File: config.mk
export PLATFORM = sky130hd
export DESIGN_NAME = wlcTop
export DESIGN_NICKNAME = d
export VERILOG_FILES = /design/src/wlcPkg.sv /design/src/opcodeWindow.sv /design/src/summaryFifo.sv /design/src/formatDecider.sv /design/src/wlcTop.sv
export SDC_FILE = /design/constraint.sdc
export NUM_CORES = 1
export LEC_CHECK = 0
export CAP_MARGIN = 20
export CORE_MARGIN = 2
export CORE_UTILIZATION = 45
export CTS_CLUSTER_DIAMETER = 30
export DETAILED_ROUTE_END_ITERATION = 16
export DONT_BUFFER_PORTS = 1
export GPL_TIMING_DRIVEN = 0
export PLACE_DENSITY_LB_ADDON = 0.1
export SLEW_MARGIN = 15
export SYNTH_ARGS = -nofsm -noshare
export SYNTH_HDL_FRONTEND = slang
export SYNTH_SLANG_ARGS = --single-unit
File: constraint.sdc
create_clock -name clk -period 51.8 [get_ports clk]
set_clock_uncertainty 0.2 [all_clocks]
set_input_delay 5.18 -clock clk [delete_from_list [all_inputs] [get_ports clk]]
set_output_delay 5.18 -clock clk [all_outputs]
set_load 0.02 [all_outputs]
File: src/wlcPkg.sv
package wlcPkg;

    // Workload format codes
    typedef enum logic [2:0] {
        FmtUnknown = 3'd0,
        FmtCompute = 3'd1,
        FmtMemory  = 3'd2,
        FmtControl = 3'd3,
        FmtMixed   = 3'd4,
        FmtIdle    = 3'd5
    } wlFormat_e;

    typedef logic [6:0] opcode_t;

    // RV32 major opcodes by class
    localparam opcode_t OpAluReg = 7'b0110011;  // Compute
    localparam opcode_t OpAluImm = 7'b0010011;
    localparam opcode_t OpLoad   = 7'b0000011;  // Memory
    localparam opcode_t OpStore  = 7'b0100011;
    localparam opcode_t OpBranch = 7'b1100011;  // Control
    localparam opcode_t OpJal    = 7'b1101111;
    localparam opcode_t OpJalr   = 7'b1100111;

    typedef struct packed {
        logic    valid;
        opcode_t opcode;
    } instrBeat_t;

    // One finished window, idle set when closed by an idle run
    typedef struct packed {
        logic [7:0] total;
        logic [7:0] computeCnt;
        logic [7:0] memCnt;
        logic [7:0] controlCnt;
        logic       idle;
    } winSummary_t;

    typedef struct packed {
        wlFormat_e  format;
        logic [3:0] confidence;
        logic [7:0] computeToll;
        logic [7:0] memToll;
        logic [7:0] controlToll;
    } classResult_t;

    localparam int DefWindowLen     = 16;
    localparam int DefIdleLimit     = 24;
    localparam int DefFifoDepth     = 4;
    localparam int DefConfThreshold = 4;

    // Decision thresholds, tolls run 0..255
    localparam int TollScale      = 200;
    localparam int DominantLevel  = 150;
    localparam int DominantMargin = 80;
    localparam int MixedLevel     = 50;

endpackage

File: src/opcodeWindow.sv
module opcodeWindow #(
    parameter int WindowLen = 16,
    parameter int IdleLimit = 24,
    parameter int FifoDepth = 4
) (
    input  logic                clk,
    input  logic                reset,
    input  wlcPkg::instrBeat_t  instr,
    input  logic                creditReturn,
    output wlcPkg::winSummary_t summary,
    output logic                summaryValid,
    output logic [15:0]         droppedWindows
);
    import wlcPkg::*;

    localparam int IdleW   = $clog2(IdleLimit + 1);
    localparam int CreditW = $clog2(FifoDepth + 1);

    logic [7:0]         total;
    logic [7:0]         computeCnt;
    logic [7:0]         memCnt;
    logic [7:0]         controlCnt;
    logic [IdleW-1:0]   idleCnt;
    logic [CreditW-1:0] credits;

    logic [7:0] nextTotal;
    logic [7:0] nextCompute;
    logic [7:0] nextMem;
    logic [7:0] nextControl;
    logic       windowFull;
    logic       idleFire;
    logic       windowEnd;
    logic       canSend;

    // Counts including the current beat
    always_comb begin
        nextTotal   = total;
        nextCompute = computeCnt;
        nextMem     = memCnt;
        nextControl = controlCnt;
        if (instr.valid) begin
            nextTotal = total + 8'd1;
            case (instr.opcode)
                OpAluReg, OpAluImm:       nextCompute = computeCnt + 8'd1;
                OpLoad, OpStore:          nextMem = memCnt + 8'd1;
                OpBranch, OpJal, OpJalr:  nextControl = controlCnt + 8'd1;
                default: ;  // Unclassified, total only
            endcase
        end
    end

    assign windowFull = instr.valid && (nextTotal == 8'(WindowLen));
    // Fires on the IdleLimit-th empty cycle, counter then parks at the limit
    assign idleFire   = !instr.valid && (idleCnt == IdleW'(IdleLimit - 1));
    assign windowEnd  = windowFull || idleFire;
    assign canSend    = (credits != '0);

    always_ff @(posedge clk) begin
        if (!reset) begin
            total          <= '0;
            computeCnt     <= '0;
            memCnt         <= '0;
            controlCnt     <= '0;
            idleCnt        <= '0;
            credits        <= CreditW'(FifoDepth);
            summaryValid   <= 1'b0;
            droppedWindows <= '0;
        end else begin
            summaryValid <= windowEnd && canSend;
            credits <= credits - CreditW'(windowEnd && canSend) + CreditW'(creditReturn);
            if (windowEnd && !canSend) begin
                droppedWindows <= droppedWindows + 16'd1;  // No room downstream
            end

            if (windowEnd) begin
                total      <= '0;
                computeCnt <= '0;
                memCnt     <= '0;
                controlCnt <= '0;
            end else begin
                total      <= nextTotal;
                computeCnt <= nextCompute;
                memCnt     <= nextMem;
                controlCnt <= nextControl;
            end

            if (instr.valid) begin
                idleCnt <= '0;
            end else if (idleCnt != IdleW'(IdleLimit)) begin
                idleCnt <= idleCnt + IdleW'(1);
            end
        end
    end

    // Summary payload, qualified by summaryValid
    always_ff @(posedge clk) begin
        if (windowEnd) begin
            summary.total      <= nextTotal;
            summary.computeCnt <= nextCompute;
            summary.memCnt     <= nextMem;
            summary.controlCnt <= nextControl;
            summary.idle       <= idleFire;
        end
    end

endmodule

File: src/summaryFifo.sv
module summaryFifo #(
    parameter int  Depth     = 4,
    parameter type payload_t = logic [7:0]
) (
    input  logic     clk,
    input  logic     reset,
    input  logic     push,
    input  payload_t pushData,
    input  logic     pop,
    output payload_t headData,
    output logic     headValid,
    output logic     creditReturn
);

    localparam int PtrW   = (Depth > 1) ? $clog2(Depth) : 1;
    localparam int CountW = $clog2(Depth + 1);

    payload_t        mem [Depth];
    logic [PtrW-1:0] rdPtr;
    logic [PtrW-1:0] wrPtr;
    logic [CountW-1:0] count;

    // Wraps at Depth, so any depth works
    function automatic logic [PtrW-1:0] nextPtr(input logic [PtrW-1:0] ptr);
        logic [PtrW-1:0] result;
        if (ptr == PtrW'(Depth - 1)) begin
            result = '0;
        end else begin
            result = ptr + PtrW'(1);
        end
        return result;
    endfunction

    assign headData  = mem[rdPtr];
    assign headValid = (count != '0);

    always_ff @(posedge clk) begin
        if (!reset) begin
            rdPtr        <= '0;
            wrPtr        <= '0;
            count        <= '0;
            creditReturn <= 1'b0;
        end else begin
            creditReturn <= pop;  // One credit back per entry taken
            if (push) begin
                wrPtr <= nextPtr(wrPtr);
            end
            if (pop) begin
                rdPtr <= nextPtr(rdPtr);
            end
            // Sender holds credits, so push never meets a full queue
            case ({push, pop})
                2'b10:   count <= count + CountW'(1);
                2'b01:   count <= count - CountW'(1);
                default: ;
            endcase
        end
    end

    // Storage
    always_ff @(posedge clk) begin
        if (push) begin
            mem[wrPtr] <= pushData;
        end
    end

endmodule

File: src/formatDecider.sv
module formatDecider #(
    parameter int ConfThreshold = 4
) (
    input  logic                 clk,
    input  logic                 reset,
    input  wlcPkg::winSummary_t  headSummary,
    input  logic                 headValid,
    input  logic                 resultReady,
    output logic                 pop,
    output wlcPkg::classResult_t result,
    output logic                 resultValid,
    output logic                 classificationValid,
    output logic [15:0]          classificationCount
);
    import wlcPkg::*;

    logic [7:0] computeToll;
    logic [7:0] memToll;
    logic [7:0] controlToll;
    logic [1:0] busyClasses;
    wlFormat_e  nextFormat;
    logic [3:0] baseConf;
    logic [3:0] nextConf;

    // count * TollScale / total, capped at 255
    function automatic logic [7:0] tollOf(input logic [7:0] cnt, input logic [7:0] total);
        logic [15:0] scaled;
        logic [7:0]  toll;
        toll = 8'd0;
        if (total != 8'd0) begin
            scaled = (16'(cnt) * 16'(TollScale)) / 16'(total);
            toll = (scaled > 16'd255) ? 8'd255 : scaled[7:0];
        end
        return toll;
    endfunction

    function automatic logic dominates(input logic [7:0] a, input logic [7:0] b,
                                       input logic [7:0] c);
        return (int'(a) > DominantLevel) &&
               (int'(a) > int'(b) + DominantMargin) &&
               (int'(a) > int'(c) + DominantMargin);
    endfunction

    assign computeToll = tollOf(headSummary.computeCnt, headSummary.total);
    assign memToll     = tollOf(headSummary.memCnt, headSummary.total);
    assign controlToll = tollOf(headSummary.controlCnt, headSummary.total);

    assign busyClasses = 2'(int'(computeToll) > MixedLevel) +
                         2'(int'(memToll) > MixedLevel) +
                         2'(int'(controlToll) > MixedLevel);

    // Priority order matters here
    always_comb begin
        if (headSummary.idle) begin
            nextFormat = FmtIdle;
            baseConf   = 4'd8;
        end else if (dominates(computeToll, memToll, controlToll)) begin
            nextFormat = FmtCompute;
            baseConf   = 4'd7;
        end else if (dominates(memToll, computeToll, controlToll)) begin
            nextFormat = FmtMemory;
            baseConf   = 4'd7;
        end else if (dominates(controlToll, computeToll, memToll)) begin
            nextFormat = FmtControl;
            baseConf   = 4'd7;
        end else if (busyClasses >= 2'd2) begin
            nextFormat = FmtMixed;
            baseConf   = 4'd6;
        end else begin
            nextFormat = FmtUnknown;
            baseConf   = 4'd4;
        end
    end

    // Same format as the last result builds confidence
    always_comb begin
        if (nextFormat == result.format && nextFormat != FmtUnknown) begin
            nextConf = (result.confidence > 4'd13) ? 4'd15 : result.confidence + 4'd2;
        end else begin
            nextConf = baseConf;
        end
    end

    // Take a summary when the output slot is free or leaving
    assign pop = headValid && (!resultValid || resultReady);

    assign classificationValid = (result.confidence >= 4'(ConfThreshold)) &&
                                 (result.format != FmtUnknown);

    always_ff @(posedge clk) begin
        if (!reset) begin
            result              <= '{format: FmtUnknown, default: '0};
            resultValid         <= 1'b0;
            classificationCount <= '0;
        end else begin
            if (pop) begin
                result.format       <= nextFormat;
                result.confidence   <= nextConf;
                result.computeToll  <= computeToll;
                result.memToll      <= memToll;
                result.controlToll  <= controlToll;
                resultValid         <= 1'b1;
                classificationCount <= classificationCount + 16'd1;
            end else if (resultReady) begin
                resultValid <= 1'b0;  // Taken, nothing new behind it
            end
        end
    end

endmodule

File: src/wlcTop.sv
module wlcTop #(
    parameter int WindowLen     = wlcPkg::DefWindowLen,
    parameter int IdleLimit     = wlcPkg::DefIdleLimit,
    parameter int FifoDepth     = wlcPkg::DefFifoDepth,
    parameter int ConfThreshold = wlcPkg::DefConfThreshold
) (
    input  logic                 clk,
    input  logic                 reset,
    input  wlcPkg::instrBeat_t   instr,
    input  logic                 resultReady,
    output wlcPkg::classResult_t result,
    output logic                 resultValid,
    output logic                 classificationValid,
    output logic [15:0]          classificationCount,
    output logic [15:0]          droppedWindows
);
    import wlcPkg::*;

    winSummary_t summary;
    winSummary_t headSummary;
    logic        summaryValid;
    logic        headValid;
    logic        pop;
    logic        creditReturn;

    // Producer, drops windows when out of credits
    opcodeWindow #(
        .WindowLen (WindowLen),
        .IdleLimit (IdleLimit),
        .FifoDepth (FifoDepth)
    ) u_window (
        .clk            (clk),
        .reset          (reset),
        .instr          (instr),
        .creditReturn   (creditReturn),
        .summary        (summary),
        .summaryValid   (summaryValid),
        .droppedWindows (droppedWindows)
    );

    summaryFifo #(
        .Depth     (FifoDepth),
        .payload_t (winSummary_t)
    ) u_fifo (
        .clk          (clk),
        .reset        (reset),
        .push         (summaryValid),
        .pushData     (summary),
        .pop          (pop),
        .headData     (headSummary),
        .headValid    (headValid),
        .creditReturn (creditReturn)
    );

    formatDecider #(
        .ConfThreshold (ConfThreshold)
    ) u_decider (
        .clk                 (clk),
        .reset               (reset),
        .headSummary         (headSummary),
        .headValid           (headValid),
        .resultReady         (resultReady),
        .pop                 (pop),
        .result              (result),
        .resultValid         (resultValid),
        .classificationValid (classificationValid),
        .classificationCount (classificationCount)
    );

endmodule

# After elaboration in Yosys (flattened, before gate mapping)
# Memory sizes are Yosys's and may differ from the RTL's. A register that Yosys moved wholly into a read port is not among the register bits.
# Cells that the tools add are included.
# Widths: inputs -> output; s select.
# op_classes
n_addsub,19
n_shift,0
eq_ne,15
order_cmp,18
reduce_logical,30
mux,34
mul,3
n_div,3
bitwise,1
# op_table
cell,count
$gt 9x32->1,6
$mux 8,13
$div 16x8->16,3
$gt 16x8->1 const B,3
$mul 8x5->13 const B,3
$add 16x1->16 const B,2
$add 8x1->8 const B,4
$add 8x7->9 const B,3
$gt 8x6->1 const B,3
$gt 8x8->1 const B,3
$mux 4,6
$eq 7x7->1 const B,3
$mux 3,5
$eq 7x6->1 const B,2
$logic_and 1x1->1,13
$reduce_bool 3->1,4
$mux 2,5
$eq 8x5->1 const B,1
$reduce_bool 8->1,1
$reduce_or 2->1,4
$eq 7x2->1 const B,1
$eq 7x5->1 const B,1
$eq 2x2->1 const B,3
$pmux 3 s2,1
22 further kinds,30
# totals
mem_bits_rw,132
ff_bits,146
mem_count,1
in_bits,11
out_inout_bits,65
rom_bits,0
latchBits,0
# mem_list
memory,words,width,rd,rd_ports_with_merged_regs,write_ports,line,source
u_fifo.mem,4,33,1,1,1,summaryFifo.sv:18,payload_t mem [Depth];

# Longest topological paths before layout
# depth
word_depth,17
ltp_mapped,197
depth_no_buf,187

# By module
# From an unflattened synthesis, not the netlist that was laid out.
# hier_totals
cells_unflattened,3925
area_unflattened_um2,33472.1
# by_module_without_submodules
module,area_each_um2,n_inst,cells_per_inst
formatDecider,24267.0,1,3358
summaryFifo,5290.1,1,221
opcodeWindow,3915.0,1,346

# Least setup slack after synthesis
# Ideal clock, no wire load.
# synth_timing
kind,register -> register
startpoint,register with a tool-made name
endpoint,"register, netlist name u_decider.result[27]"
required_time_ps,51514
arrival_ps,39552
path_slack_ps,11962
stages_incl_launch_ff,181
synth_period_minus_slack_ps,39838
path_cell_list,dfxtp_1 buf_6 buf_1 buf_1 buf_1 mux4_2 ha_1 ha_1 inv_1 fa_1 inv_1 ha_1 nor2b_1 o2111a_1 o21ai_0 or3b_2 ha_1 nor2_1 [145 not listed] a2111oi_2 nor2_1 ha_1 nor2b_1 o21a_1 o21ai_0 nand2b_1 a21oi_1 o21ai_0 o221ai_1 nor4_1 inv_1 a2111oi_0 a221o_1 mux2i_1 nor2_2 or2_1 a211oi_1

==> impl_table.tex <==
\begin{tabular}{lr}
\hline
Metric & Value \\
\hline
\multicolumn{2}{l}{\textbf{Worst setup path}} \\
\quad Path depth of the worst reg2reg path & 178 \\
\quad Slack of the worst reg-to-reg path & 4.46 ns \\
\quad Req. time, crit path & 52.07 ns \\
\quad Kind of capture point of the worst setup path & flop \\
\quad Element type at the critical path start & flop \\
\quad Worst-path fanout max & 10 \\
\quad Cell seen most often among critical-path stages & ha\_1 \\
\quad Slowest Stage Delay on Critical Path & 0.77 ns \\
\quad Crit path kind & reg2reg \\
\quad Arrival time of data at the critical path endpoint & 47.61 ns \\
\quad Cell with the largest stage delay on the worst path & o21ai\_1 \\
\quad Endpoint of the worst register-to-register path & u\_decider.result[27] \\
\multicolumn{2}{l}{\textbf{STA}} \\
\quad Final hold vios & 0 \\
\quad Setup repair after global routing missed its margin & false \\
\quad Count of final setup violators & 0 \\
\quad Total Negative Setup Slacks & 0 ns \\
\quad Timing-limited maximum frequency & 21.1 MHz \\
\quad Worst-Margin Slew & 1.24 ns \\
\quad Worst relative slew slack & 17.6\% \\
\quad Number of pins with negative max-slew slack in the final report & 0 \\
\quad Min Clock Period, post-route & 47.34 ns \\
\quad Period utilization & 91.4\% \\
\multicolumn{2}{l}{\textbf{Floorplanning}} \\
\quad Total die area & 73400 sq um \\
\quad Number of cell rows & 97 \\
\quad Core ar. & 70300 sq um \\
\quad Die Span Y & 271 microns \\
\quad Initial Util & 45.6\% \\
\quad Horiz. Die Dim & 271 microns \\
\quad Number of ports placed on the die boundary & 76 \\
\multicolumn{2}{l}{\textbf{Placement}} \\
\quad Number of buffers added on ports & 0 \\
\quad Weighted congestion at the end of routability-driven global placement & 0.909 \\
\quad HPWL after detailed placement & 71.4 mm \\
\multicolumn{2}{l}{\textbf{Routing}} \\
\quad Routed length per instance & 18.9 microns \\
\quad Count of unresolved DRC violations after routing & 0 \\
\quad Vias & 28300 \\
\quad DRT Pass-1 Iters & 7 \\
\quad Count of antenna-violating nets left after detailed routing & 0 \\
\quad Wire length after detailed routing & 90.1 mm \\
\quad Detail-routed via count per cell & 5.95 \\
\quad Count of routing violations after the opening detailed-route iteration & 1746 \\
\multicolumn{2}{l}{\textbf{Logic synthesis}} \\
\quad Synthesized cell area & 32100 sq um \\
\quad Netlist cell types & 117 \\
\quad Most area-hungry cell type in the Yosys netlist & ha\_1 \\
\quad Leading cell type by number of instances after synthesis & ha\_1 \\
\quad Synthesized netlist cell count & 3744 \\
\quad Top cells by instance count after synthesis & ha\_1, nor2\_1, nand2\_1 \\
\quad Share of synthesized area occupied by flip-flops and latches & 22.6\% \\
\quad EDFF count, synth & 165 \\
\quad Total number of yosys warnings & 0 \\
\quad Async S/R FF share, synth & 0\% \\
\quad Synthesized netlist net count & 4227 \\
\quad Number of flip-flops and latches in the synthesized netlist & 280 \\
\quad Flip-flop cell with the highest count after synthesis & edfxtp\_1 \\
\quad Proportion of netlist area held by the largest area contributor & 17.9\% \\
\quad Largest cells by area after synthesis & ha\_1, edfxtp\_1, dfxtp\_1 \\
\quad Avg Inst Size Synth & 8.57 sq um \\
\multicolumn{2}{l}{\textbf{Finish}} \\
\quad Area occupied by registers & 7260 sq um \\
\quad N\_diodes & 0 \\
\quad Total of fill cells in the finished design & 6789 \\
\quad Proportion of layout cells with a drive suffix above 1 & 7.31\% \\
\quad Area of combinational cells with multiple inputs & 23900 sq um \\
\quad Net total in the final layout & 4274 \\
\quad Layout Area Growth over Synthesis & 8.00\% \\
\multicolumn{2}{l}{\textbf{Global routing}} \\
\quad Gr ovfl total & 0 \\
\quad Number of antenna violations at the first check in global routing & 1 \\
\quad Vias in the first global route & 27000 \\
\quad Maximum number of pins on one net before global-route repair & 43 \\
\quad Global-route wire length before repair & 144 mm \\
\quad GRT Resource Usage Total & 23.9\% \\
\multicolumn{2}{l}{\textbf{Clocking}} \\
\quad Clock latency at the later pin of the worst-skew pair & 0.56 ns \\
\quad Clk slew on worst S/H paths & 0.06 ns \\
\quad Master cell of the clock root buffer & clkbuf\_16 \\
\quad Clock buffer depth & 3 \\
\quad Clock sink total & 280 \\
\quad TritonCTS clock tree & yes \\
\quad Total clock buffers created by CTS & 30 \\
\quad Number of H-tree branching levels & 1 \\
\quad Number of buffers inserted to repair setup after CTS & 0 \\
\multicolumn{2}{l}{\textbf{Run status}} \\
\quad Result of the run & finished clean \\
\multicolumn{2}{l}{\textbf{Min path}} \\
\quad Number of cells on the worst hold path & 0 \\
\quad Source of the worst hold timing path & u\_window.summary[1] \\
\quad End point of the most critical hold path & u\_fifo.mem[0][1] \\
\quad Classification of the worst-slack hold path & reg2reg \\
\multicolumn{2}{l}{\textbf{Flow run}} \\
\quad Maximum capacitance violations & 0 \\
\hline
\end{tabular}
[sequential cells by signal, indices dropped and copies added, names as in the netlist, named ones only]
name / count
u_window.summaryValid: 1
u_decider.resultValid: 1
u_fifo.mem: 132
u_window.memCnt: 8
u_decider.classificationCount: 16
u_window.droppedWindows: 16
u_window.idleCnt: 5
u_decider.result: 31
u_window.summary: 33
u_window.credits: 3
u_fifo.creditReturn: 1
u_fifo.count: 3
u_fifo.wrPtr: 2
u_window.total: 8
u_window.controlCnt: 8
u_window.computeCnt: 8
u_fifo.rdPtr: 2
[cells in the final DEF (no fill, tap or decap), types with 27 or more instances in the layout]
cell type,Yosys,routed
nand4_1,44,44
mux4_2,32,32
o21bai_1,28,28
o31ai_1,60,59
mux2i_1,34,34
nor3_1,159,159
xor2_1,80,80
o21ai_0,162,161
mux2_2,66,65
a21oi_1,236,236
dfxtp_1,115,115
clkbuf_16,0,32
or3_1,55,55
o211ai_1,44,44
a21boi_0,38,38
inv_1,166,160
nand2b_1,58,58
o21a_1,151,151
xnor2_1,139,139
a21o_1,78,78
nand2_1,291,291
nand3_1,93,93
nor2_1,294,294
edfxtp_1,165,165
ha_1,458,458
and2_1,67,63
a211oi_1,31,31
or2_2,27,27
nor2b_1,52,52
and3_1,59,59
clkbuf_1,68,70
[through the flow]
| step | hold slack (ns) | utilization [%] | setup WS, ns | cells | area, sq um |
|---|---|---|---|---|---|
| finish | 0.300 | 49.3 | 4.46 | 4755 | 34600 |
| global placement | 0.286 | 47.3 | 3.51 | 4684 | 33200 |
| CTS | 0.302 | 49.3 | 3.94 | 4755 | 34600 |
| floorplan | 0.259 | - | 11.96 | 3744 | 32100 |
| global route | 0.316 | 49.3 | 0.345 | 4755 | 34600 |
| detailed placement | 0.282 | 47.8 | 4.15 | 4699 | 33600 |
[repair_timing]
item                       in CTS  in global routing
resized for setup               0                  5
setup endpoints to repair       0                  6
hold buffers                    0                  0
[layer usage]
| layer | GRT usage [%] | vias up | share of wire (%) |
|---|---|---|---|
| met5 | 0 | - | 0.014 |
| met4 | 6.05 | 2 | 2.5 |
| met3 | 1.55 | 123 | 3.9 |
| met2 | 41.5 | 583 | 47 |
| met1 | 32.2 | 13300 | 47 |
| li1 | - | 14300 | - |
[critical path: cells and delay by family, from the launching register on]
kind | cells | cell delay [ns]
mux | 7 | 2.40
xor+xnor | 1 | 0.14
compound gates | 89 | 21.97
simple gates | 39 | 9.09
buf+inv | 20 | 6.11
fa+ha+maj | 22 | 6.90
flops | 1 | 0.35
[cell families after synthesis]
kind of cell	Yosys count	synth area share, %
AND/OR/NAND/NOR	1294	20.3
multiplexers	133	5.67
AO/OA/AOI/OAI	1090	23.6
adder cells (fa/ha/maj)	472	18.7
buffers and inverters	255	3.07
flip-flops	280	22.6
XOR/XNOR	220	6.03
[worst max path at each step]
stage	endpoint	depth (start not counted)	slack [ns]
floorplan	u_decider.result[27]	180	11.96
global placement	u_decider.result[27]	178	3.51
detailed placement	u_decider.result[27]	178	4.15
CTS	u_decider.result[27]	178	3.94
global route	u_decider.result[27]	180	0.34
finish	u_decider.result[27]	178	4.46
[area by class of cell]
cell class,instances,share of cell area [%]
Inverter,168,1.83
Sequential cell,280,20.9
Multi-Input combinational cell,3209,68.9
Buffer,87,1.05
Clock inverter,19,0.538
Timing Repair Buffer,15,0.871
Clock buffer,37,2.45
Tap cell,940,3.40
Power is not shown: default switching activity piles up to over one toggle a cycle in this logic, so the estimate is an artifact.
